--- config.mk ---
export PLATFORM = sky130hd
export DESIGN_NAME = cmd_header_decode
export DESIGN_NICKNAME = d
export VERILOG_FILES = /design/src/hdl/udp_cmd_pkg.sv /design/src/hdl/cmd_header_decode.sv
export SDC_FILE = /design/constraint.sdc
export NUM_CORES = 1
export LEC_CHECK = 0
export BUFFER_PORTS_ARGS = -buffer_cell sky130_fd_sc_hd__buf_4
export CORE_MARGIN = 5
export CORE_UTILIZATION = 45
export CTS_CLUSTER_SIZE = 40
export DETAILED_ROUTE_END_ITERATION = 8
export GPL_ROUTABILITY_DRIVEN = 0
export PLACE_DENSITY = 0.77
export SLEW_MARGIN = 20
export SYNTH_ARGS = -nofsm -noshare
export SYNTH_HDL_FRONTEND = slang
export SYNTH_SLANG_ARGS = --single-unit
--- constraint.sdc ---
create_clock -name gmii_rx_clk -period 4.8 [get_ports gmii_rx_clk]
set_input_delay 0.96 -clock gmii_rx_clk [delete_from_list [all_inputs] [get_ports gmii_rx_clk]]
set_output_delay 0.96 -clock gmii_rx_clk [all_outputs]
set_load 0.05 [all_outputs]
--- src/hdl/udp_cmd_pkg.sv ---
package udp_cmd_pkg;

  typedef logic [31:0] word_t;
  typedef logic [27:0] addr_t;
  typedef logic [7:0]  len_t;      // Burst length minus one
  typedef logic [3:0]  opcode_t;
  typedef logic [8:0]  wcnt_t;     // Payload word count, up to 256 and beyond
  typedef logic [3:0]  strb_t;

  localparam opcode_t OP_WRITE = 4'd1;
  localparam opcode_t OP_READ  = 4'd2;

  localparam int FIFO_DEPTH = 256;  // One maximum burst
  localparam int ADDR_STEP  = 4;    // Bytes per beat

  typedef enum logic [2:0] {
    IDLE,
    WR_ADDR,
    WR_DATA,
    RD_ADDR,
    RD_DATA,
    TX_START,
    TX_SEND,
    DROP
  } ctrl_state_e;

  typedef struct packed {
    opcode_t op;
    len_t    len;
    addr_t   addr;
    wcnt_t   data_cnt;
  } cmd_t;

  typedef struct packed {
    addr_t addr;
    len_t  len;
  } bus_req_t;

endpackage
--- src/hdl/cmd_header_decode.sv ---
`timescale 1ns/1ps

module cmd_header_decode (
  input  logic               gmii_rx_clk,
  input  logic               rst_n,
  input  logic               rec_en,
  input  udp_cmd_pkg::word_t datain,
  input  logic               rec_pkt_done,
  output udp_cmd_pkg::cmd_t  cmd,
  output logic               wdata_push
);

  logic [1:0] word_idx;  // 0 header, 1 address, 2 payload
  logic       in_payload;

  assign in_payload = (word_idx == 2'd2);

  // FIFO only takes a full burst, extra words are just counted
  assign wdata_push = rec_en && in_payload &&
                      (cmd.data_cnt < udp_cmd_pkg::wcnt_t'(udp_cmd_pkg::FIFO_DEPTH));

  always_ff @(posedge gmii_rx_clk) begin
    if (!rst_n) begin
      word_idx <= '0;
    end else if (rec_pkt_done) begin
      word_idx <= '0;
    end else if (rec_en && !in_payload) begin
      word_idx <= word_idx + 2'd1;
    end
  end

  always_ff @(posedge gmii_rx_clk) begin
    if (!rst_n) begin
      cmd <= '0;
    end else if (rec_en) begin
      case (word_idx)
        2'd0: begin
          cmd.op       <= datain[31:28];
          cmd.len      <= datain[7:0];
          cmd.data_cnt <= '0;
        end
        2'd1: begin
          cmd.addr <= datain[27:0];
        end
        default: begin
          if (cmd.data_cnt != '1) begin
            cmd.data_cnt <= cmd.data_cnt + 1'b1;  // Saturates
          end
        end
      endcase
    end
  end

  a_done_after_words: assert property (@(posedge gmii_rx_clk) disable iff (!rst_n)
    !(rec_en && rec_pkt_done));

endmodule

==> results.json, run 1 <==
{
  "status": "complete, no violations",
  "synth_top_cell_by_area": "dfxtp_1",
  "ctsResizeCount": 0,
  "first_iter_violations": 72,
  "clk_pin_slew_ns": 0.08,
  "hold_path_class": "flip-flop to flip-flop",
  "hold_slack_ns": 0.466,
  "core-area_mm2": 0.00441,
  "crit_path_start": "rec_en",
  "crit_top_cell": "buf_4",
  "rsz0062_at_grt": "no",
  "rows": 24,
  "arrival_ns": 1.43,
  "relSlewSlack_pct": 33.2,
  "max-clock-path-buffers": 2,
  "via_per_inst": 4.92,
  "htreeDepth": 2,
  "hold_buffers": 0,
  "netlist_instances": 246,
  "skew_ns": 0.00397,
  "drive_gt1_share_pct": 28.8,
  "ff2ff_setup_slack_ns": 2.81,
  "cts_root_buf": "clkbuf_8",
  "maxCapViolCount": 0,
  "min_period_over_period_pct": 49.8,
  "nets": 366,
  "worst_slew_pin_slew_ns": 1.00,
  "cts_made_buffers": 5,
  "critical_path_class": "primary input to output port",
  "grt_pass1_wl_um": 8060,
  "postSynthRegisterBits": 51,
  "p_per_area_mw_per_mm2": 311,
  "grt_util_all_layers_pct": 16.2,
  "seq_area_frac_synth_pct": 49.5,
  "tns_ns": 0,
  "post_cts_buffers": 0,
  "syn-cell-area_mm2": 0.00206,
  "firstDrtPassIters": 4,
  "worst_path_largest_cell_delay_ns": 0.20,
  "grt_pass1_vias": 1785,
  "p_leak_nw": 1.17,
  "reg2reg_to": "cmd[3]$_SDFFE_PN0P_",
  "start_util_pct": 46.7,
  "hold_viol": 0,
  "syn-mean-instance-area_um2": 8.39,
  "die_y_um": 77.7,
  "ant_nets": 0,
  "overflow": 0,
  "wl_um": 4890,
  "cp_slowest_cell": "buf_4",
  "endpoint_kind": "output port",
  "clk_latency_ns": 0.30,
  "ir_worst_vdd_v": 0.000217,
  "synth.area.top_cells": "dfxtp_1, nand2_1, a21boi_0",
  "min-delay-start": "cmd[31]$_SDFFE_PN0P_",
  "vias": 1858,
  "maxSlewViolCount": 0,
  "die_w_um": 77.7,
  "worstPathCellList": "buf_4 -> nand2_1 -> nor2_1 -> buf_4",
  "fillers": 392,
  "routedWlPerCell_um": 12.9,
  "portBuffers": 85,
  "synthToLayoutAreaGrowth_pct": 37.2,
  "path_delay_family": "buffers and inverters",
  "synth.distinct_cells": 25,
  "syn_nets": 287,
  "fmax_mhz": 419,
  "worst-path-stages": 4,
  "critical_path.endpoint": "wdata_push",
  "antennaDiodeCount": 0,
  "crit_path_max_fanout": 11,
  "design.portCount": 86,
  "r2r-start": "cmd[0]$_SDFFE_PN0P_",
  "cp.required_ns": 3.84,
  "clkSinkCount": 51,
  "setup.worst_path.start_class": "primary input",
  "hpwl_um": 3470,
  "grt_max_degree": 45,
  "die_area_mm2": 0.00604,
  "netlist.area_leader.share_pct": 49.5,
  "fin_crit_ns": 2.39,
  "cp_num_buf_inv": 2,
  "cts_tree": "done",
  "r2r_cells": 7,
  "drc": 0,
  "setup_viol": 0,
  "ys_warn_count": 0,
  "antenna_found_initial": 0
}
synth_stat cells, drive strengths merged:
cell / number
or4: 3
mux2i: 2
nand2b: 1
a21oi: 9
xnor2: 1
nor4: 1
or3: 3
nand4: 3
o31ai: 3
inv: 4
nand3: 4
nor2b: 2
a21boi: 40
ha: 5
clkbuf: 7
mux2: 1
nor2: 3
o211ai: 1
nand2: 86
o21ai: 8
buf: 6
and2: 2
dfxtp: 51
how the worst min path moves through the flow:
stage / endpoint / cells after the start
after floorplan: word_idx[1]$_SDFFE_PP0P_ / 2
after global placement: cmd[26]$_SDFFE_PN0P_ / 2
after detailed placement: cmd[41]$_SDFFE_PN0P_ / 2
after CTS: cmd[41]$_SDFFE_PN0P_ / 2
after global routing: cmd[30]$_SDFFE_PN0P_ / 2
final: cmd[31]$_SDFFE_PN0P_ / 2
power breakdown:
group          switching, mW  leakage, nW  internal, mW
sequential           0.00786        0.414         0.436
combinational         0.0827        0.693        0.0490
clock                  0.136       0.0612         0.169
worst register-to-register path: cells and delay by family (launching register included):
| family | cells | cell delay, ns |
|---|---|---|
| AO/OA/AOI/OAI | 2 | 0.57 |
| adder cells (fa/ha/maj) | 2 | 0.44 |
| flip-flops | 1 | 0.36 |
| multiplexers | 1 | 0.34 |
| AND/OR/NAND/NOR | 2 | 0.14 |
state kept, by name (all words and copies together), names as in the netlist:
register,flops
word_idx,2
cmd,49
layout make-up:
type | count | area, um2 | area share (%)
sequential | 51 | 1020 | 36.1
timing repair buffer | 85 | 638 | 22.5
clock buffer | 6 | 82.6 | 2.92
inverter | 4 | 15.0 | 0.531
tap | 52 | 65.1 | 2.30
clock inverter | 2 | 35.0 | 1.24
multi-input combinational | 178 | 973 | 34.4
routing by layer:
metal  vias to the layer above  wire, um  track usage (%)
met2                        47      2470             28.9
met4                         0        31             4.30
met3                         4       397             6.71
li1                        972         -                -
met5                         -         0                0
met1                       835      1990             17.6
cell families (layout without fill, tap and decap cells):
logic type	count (synthesis)	count (layout)	share of synthesized area [%]
AO/OA/AOI/OAI	61	61	20.1
buffers and inverters	17	97	3.34
XOR/XNOR	1	1	0.425
adder cells (fa/ha/maj)	5	5	3.03
AND/OR/NAND/NOR	108	108	21.9
flip-flops	51	51	49.5
multiplexers	3	3	1.70
cell usage in the layout (no fill, tap or decap):
cell	Yosys	layout
o21ai_0	7	7
clkinv_2	0	1
clkbuf_8	0	6
o211ai_1	1	1
inv_1	4	4
mux2i_1	2	2
nand2b_1	1	1
nor2_1	3	3
or4_1	3	3
nand2_1	86	86
nor2b_1	2	2
nor4_1	1	1
nand4_1	3	3
a21boi_0	40	40
nand3_1	4	4
or3_1	3	3
a21oi_1	9	9
ha_1	5	5
xnor2_1	1	1
mux2_4	1	1
dfxtp_1	51	51
buf_4	0	85
bufinv_16	0	1
o31ai_1	3	3
o21ai_1	1	1
and2_1	2	2
stage by stage:
| step | instances | utilization, % | setup slack (ns) | cell area [um2] | total power [mW] |
|---|---|---|---|---|---|
| final | 378 | 64.1 | 2.41 | 2830 | 0.880 |
| after global routing | 378 | 64.1 | 2.35 | 2830 | 0.927 |
| after CTS | 378 | 64.1 | 2.40 | 2830 | 0.894 |
| after detailed placement | 370 | 61.5 | 2.40 | 2710 | 0.587 |
| after global placement | 370 | 61.5 | 2.41 | 2710 | 0.586 |
| after floorplan | 246 | - | 2.02 | 2060 | 0.535 |
Note: power is estimated with default switching activity, not from simulation.
==> run 2: changes to the inputs <==
--- a/config.mk
+++ b/config.mk
@@ -7,11 +7,11 @@
 export LEC_CHECK = 0
 export BUFFER_PORTS_ARGS = -buffer_cell sky130_fd_sc_hd__buf_4
 export CORE_MARGIN = 5
-export CORE_UTILIZATION = 45
+export CORE_UTILIZATION = 42
 export CTS_CLUSTER_SIZE = 40
 export DETAILED_ROUTE_END_ITERATION = 8
 export GPL_ROUTABILITY_DRIVEN = 0
-export PLACE_DENSITY = 0.77
+export PLACE_DENSITY = 0.75
 export SLEW_MARGIN = 20
 export SYNTH_ARGS = -nofsm -noshare
 export SYNTH_HDL_FRONTEND = slang
==> constraint.sdc (replaced) <==
create_clock -name gmii_rx_clk -period 2.1 [get_ports gmii_rx_clk]
set_input_delay 0.42 -clock gmii_rx_clk [delete_from_list [all_inputs] [get_ports gmii_rx_clk]]
set_output_delay 0.42 -clock gmii_rx_clk [all_outputs]
set_load 0.05 [all_outputs]
==> run 2 against run 1 <==
Clock-buffer cell count grew 1. Clock skew grew 0.0040 ns. Flip-flop and latch count is the same. Non-clock buffer count grew 5. Critical endpoint is now cmd[5]$_SDFFE_PN0P_. Largest power group unchanged.
==> results.json, run 2 (synthesized netlist as in run 1, its figures left out) <==
{
  "fmax_mhz": 511,
  "grt_util_all_layers_pct": 16.0,
  "cp.required_ns": 2.33,
  "top_register": "cmd",
  "wl_um": 5030,
  "cts_made_buffers": 5,
  "final_cell_mix": "buf_4, nand2_1, dfxtp_1",
  "largest_register_ffs": 49,
  "htreeDepth": 2,
  "fin_area_mm2": 0.00287,
  "die_y_um": 80.1,
  "power_mw": 1.94,
  "antennaDiodeCount": 0,
  "drive_gt1_share_pct": 29.9,
  "grt_pass1_wl_um": 8220,
  "grt_pass1_vias": 1868,
  "rows": 25,
  "dpl_cell_area_mm2": 0.00277,
  "synthToLayoutAreaGrowth_pct": 39.2,
  "min_period_over_period_pct": 93.2,
  "p_per_area_mw_per_mm2": 675,
  "hpwl_um": 3640,
  "cts_tree": "done",
  "drc": 0,
  "overflow": 0,
  "clk_pin_slew_ns": 0.09,
  "clk_latency_ns": 0.30,
  "setup_viol": 0,
  "via_per_inst": 4.77,
  "critical_path_class": "flip-flop to flip-flop",
  "place_ws_ns": 0.159,
  "clkSinkCount": 51,
  "reg_top3": "cmd x49, word_idx x2",
  "die_area_mm2": 0.00641,
  "firstDrtPassIters": 4,
  "antenna_found_initial": 0,
  "post_cts_buffers": 0,
  "fin_crit_ns": 1.96,
  "portBuffers": 85,
  "nets": 371,
  "rsz0062_at_grt": "no",
  "vias": 1897,
  "core-area_mm2": 0.00475,
  "fin_ws_ns": 0.143,
  "worst_slew_pin_slew_ns": 0.474,
  "design.portCount": 86,
  "hold_viol": 0,
  "max-clock-path-buffers": 2,
  "relSlewSlack_pct": 68.4,
  "tns_ns": 0,
  "arrival_ns": 2.19,
  "ir_worst_vdd_v": 0.000369,
  "ant_nets": 0,
  "final_common_cell": "buf_4",
  "status": "complete, no violations",
  "skew_ns": 0.00795,
  "start_util_pct": 43.4,
  "first_iter_violations": 91,
  "grt_max_degree": 45,
  "routedWlPerCell_um": 12.6,
  "ctsResizeCount": 0,
  "p_leak_nw": 1.18,
  "maxCapViolCount": 0,
  "hold_buffers": 0,
  "hold_path_class": "primary input to flip-flop",
  "endpoint_kind": "flip-flop",
  "setup.worst_path.start_class": "flip-flop",
  "die_w_um": 80.1,
  "maxSlewViolCount": 0,
  "cts_root_buf": "clkbuf_8",
  "crit_path_max_fanout": 18
}
-- run 2: layer usage --
metal / track usage [%] / vias to the layer above / part of all wire (%)
li1: - / 983 / -
met1: 18.7 / 858 / 44
met2: 26.7 / 52 / 46
met3: 6.84 / 4 / 9.4
met4: 4.22 / 0 / 0.60
met5: 0 / - / 0
-- run 2: through the flow --
stage | hold WS, ns | instances | utilization, %
floorplan | 0.521 | 246 | -
global placement | 0.451 | 390 | 58.2
detailed placement | 0.457 | 390 | 58.2
CTS | 0.365 | 398 | 60.4
global route | 0.354 | 398 | 60.4
finish | 0.373 | 398 | 60.4
-- run 2: final timing paths --
| kind | startpoint | end | slack [ns] | cells after the start |
|---|---|---|---|---|
| setup / recovery | cmd[0]$_SDFFE_PN0P_ | cmd[5]$_SDFFE_PN0P_ | 0.14 | 7 |
| hold / removal | datain[30] | cmd[47]$_SDFFE_PN0P_ | 0.37 | 3 |
| setup reg to reg | cmd[0]$_SDFFE_PN0P_ | cmd[5]$_SDFFE_PN0P_ | 0.14 | 7 |
| hold reg to reg | cmd[30]$_SDFFE_PN0P_ | cmd[30]$_SDFFE_PN0P_ | 0.47 | 2 |
-- run 2: power by group --
group | leakage, nW | total (mW) | switching (mW) | internal, mW
Combinational | 0.716 | 0.312 | 0.193 | 0.119
Clock | 0.0505 | 0.613 | 0.313 | 0.300
Sequential | 0.414 | 1.01 | 0.0178 | 0.997
Total | 1.18 | 1.94 | 0.523 | 1.42
-- run 2: worst max-delay path: stages, from the launching register on --
cell and delay [ns]:
dfxtp_1 0.35, ha_1 0.25, nand3_1 0.09, nor2_1 0.05
ha_1 0.19, mux2_4 0.34, or4_1 0.48, a21oi_1 0.14
-- run 2: final cells by class --
cell class / count / area [um2]
timing repair buffer: 90 / 676
inverter: 4 / 15.0
multi-input combinational: 178 / 973
clock inverter: 1 / 7.51
clock buffer: 7 / 96.3
sequential: 51 / 1020
fill: 456 / 1880
tap: 67 / 83.8
==> run 3: changes to the inputs <==
--- a/config.mk
+++ b/config.mk
@@ -7,11 +7,11 @@
 export LEC_CHECK = 0
 export BUFFER_PORTS_ARGS = -buffer_cell sky130_fd_sc_hd__buf_4
 export CORE_MARGIN = 5
-export CORE_UTILIZATION = 42
+export CORE_UTILIZATION = 45
 export CTS_CLUSTER_SIZE = 40
 export DETAILED_ROUTE_END_ITERATION = 8
 export GPL_ROUTABILITY_DRIVEN = 0
-export PLACE_DENSITY = 0.75
+export PLACE_DENSITY = 0.77
 export SLEW_MARGIN = 20
 export SYNTH_ARGS = -nofsm -noshare
 export SYNTH_HDL_FRONTEND = slang
==> constraint.sdc (replaced) <==
create_clock -name gmii_rx_clk -period 2.2 [get_ports gmii_rx_clk]
set_input_delay 0.44 -clock gmii_rx_clk [delete_from_list [all_inputs] [get_ports gmii_rx_clk]]
set_output_delay 0.44 -clock gmii_rx_clk [all_outputs]
set_load 0.05 [all_outputs]
==> run 3 against run 2 <==
Design area is 1.2% lower. Global-route usage increased by 0.082 points. Worst hold slack improved by 0.020 ns. Non-clock buffer count shrank 2. Via count fell by 1.3%. Setup slack better by 0.11 ns. Maximum frequency up 0.56%. Largest cell class unchanged.
==> results.json, run 3 (synthesized netlist as in run 1, its figures left out) <==
{
  "p_int_mw": 1.40,
  "fin_crit_ns": 1.95,
  "grt_pass1_wl_um": 8070,
  "r2r_cells": 7,
  "die_y_um": 77.7,
  "grt_util_all_layers_pct": 16.0,
  "die_area_mm2": 0.00604,
  "via_per_inst": 4.93,
  "synthToLayoutAreaGrowth_pct": 37.5,
  "r2r-start": "cmd[0]$_SDFFE_PN0P_",
  "max-clock-path-buffers": 2,
  "p_per_area_mw_per_mm2": 663,
  "hold_path_end": "cmd[29]$_SDFFE_PN0P_",
  "fin_area_mm2": 0.00284,
  "clkSinkCount": 51,
  "portBuffers": 85,
  "endpoint_kind": "flip-flop",
  "cp.required_ns": 2.43,
  "cts_tree": "done",
  "htreeDepth": 2,
  "critical_path_class": "flip-flop to flip-flop",
  "cp_slowest_cell": "or4_1",
  "ir_worst_vdd_v": 0.000323,
  "drc": 0,
  "antenna_found_initial": 0,
  "largest_register_ffs": 49,
  "antennaDiodeCount": 0,
  "fmax_mhz": 514,
  "crit_path_max_fanout": 18,
  "final_common_cell": "buf_4",
  "firstDrtPassIters": 4,
  "tns_ns": 0,
  "p_leak_nw": 1.17,
  "grt_max_degree": 45,
  "arrival_ns": 2.18,
  "hpwl_um": 3630,
  "cp_num_buf_inv": 0,
  "first_iter_violations": 100,
  "ant_nets": 0,
  "setup.worst_path.start_class": "flip-flop",
  "switching_share_pct": 25.7,
  "vias": 1872,
  "crit_top_cell": "ha_1",
  "rsz0062_at_grt": "no",
  "cts_root_buf": "clkbuf_8",
  "min_period_over_period_pct": 88.5,
  "post_cts_buffers": 0,
  "worstPathCellList": "ha_1 -> nand3_1 -> nor2_1 -> ha_1 -> mux2_4 -> or4_1 -> a21oi_1",
  "setup_viol": 0,
  "ff2ff_setup_slack_ns": 0.25,
  "power_mw": 1.88,
  "p_seq_share_pct": 51.5,
  "start_util_pct": 46.7,
  "grt_pass1_vias": 1800,
  "worst-path-stages": 7,
  "final_cell_mix": "buf_4, nand2_1, dfxtp_1",
  "die_w_um": 77.7,
  "rows": 24,
  "routedWlPerCell_um": 13.1,
  "design.portCount": 86,
  "dpl_cell_area_mm2": 0.00274,
  "overflow": 0,
  "min-delay-start": "datain[20]",
  "reg_top3": "cmd x49, word_idx x2",
  "drive_gt1_share_pct": 29.0,
  "skew_ns": 0.00388,
  "hold_viol": 0,
  "reg2reg_to": "cmd[5]$_SDFFE_PN0P_",
  "switching_power_mw": 0.484,
  "clk_latency_ns": 0.29,
  "nets": 369,
  "hold_path_class": "primary input to flip-flop",
  "pwr-share-clk_pct": 32.9,
  "maxSlewViolCount": 0,
  "top_register": "cmd",
  "worst_slew_pin_slew_ns": 0.996,
  "wl_um": 4960,
  "combPwrFrac_pct": 15.6,
  "relSlewSlack_pct": 33.6,
  "core-area_mm2": 0.00441,
  "hold_depth": 3,
  "path_delay_family": "simple AND/OR/NAND/NOR gates",
  "clk_pin_slew_ns": 0.09,
  "worst_path_largest_cell_delay_ns": 0.48,
  "status": "complete, no violations",
  "hold_buffers": 0,
  "maxCapViolCount": 0,
  "ctsResizeCount": 0,
  "cts_made_buffers": 5,
  "fillers": 411
}
## run 3: area by class of cell
| class | instances | area (um2) | share of cell area [%] |
|---|---|---|---|
| clock buffers | 6 | 72.6 | 2.56 |
| inverters | 4 | 15.0 | 0.529 |
| repair buffers | 88 | 661 | 23.3 |
| flip-flops and latches | 51 | 1020 | 36.0 |
| well taps | 52 | 65.1 | 2.29 |
| clock inverters | 1 | 30.0 | 1.06 |
| multi-input cells | 178 | 973 | 34.3 |
## run 3: per-layer routing
metal / track usage, % / vias up / wire (um)
li1: - / 979 / -
met1: 17.6 / 829 / 2040
met2: 28.2 / 56 / 2400
met3: 5.79 / 8 / 447
met4: 5.84 / 0 / 73
met5: 0 / - / 0
## run 3: worst max-delay path by stage
stage / startpoint / to / slack [ns]
2_1_floorplan: cmd[0]$_SDFFE_PN0P_ / cmd[5]$_SDFFE_PN0P_ / 0.14
3_3_place_gp: cmd[0]$_SDFFE_PN0P_ / cmd[5]$_SDFFE_PN0P_ / 0.31
3_5_place_dp: cmd[0]$_SDFFE_PN0P_ / cmd[5]$_SDFFE_PN0P_ / 0.27
4_1_cts: cmd[0]$_SDFFE_PN0P_ / cmd[5]$_SDFFE_PN0P_ / 0.24
5_1_grt: cmd[0]$_SDFFE_PN0P_ / cmd[7]$_SDFFE_PN0P_ / 0.16
6_report: cmd[0]$_SDFFE_PN0P_ / cmd[5]$_SDFFE_PN0P_ / 0.25
## run 3: power groups by stage
stage,Clock (mW),Sequential [mW],Combinational (mW)
2_1_floorplan,0,1.09,0.0825
3_3_place_gp,0,0.989,0.294
3_5_place_dp,0,0.991,0.297
4_1_cts,0.638,0.969,0.298
5_1_grt,0.688,0.973,0.316
6_report,0.618,0.969,0.294
## run 3: tightest hold or removal path, stage by stage
cell and delay (ns):
buf_4 0.11, nand2_1 0.04, a21boi_0 0.06
## run 3: metrics by stage
step | std cells | setup WS [ns] | util [%] | hold slack, ns
2_1_floorplan | 246 | 0.145 | - | 0.521
3_3_place_gp | 373 | 0.314 | 62.0 | 0.451
3_5_place_dp | 373 | 0.265 | 62.0 | 0.457
4_1_cts | 380 | 0.245 | 64.3 | 0.387
5_1_grt | 380 | 0.160 | 64.3 | 0.387
6_report | 380 | 0.254 | 64.3 | 0.393
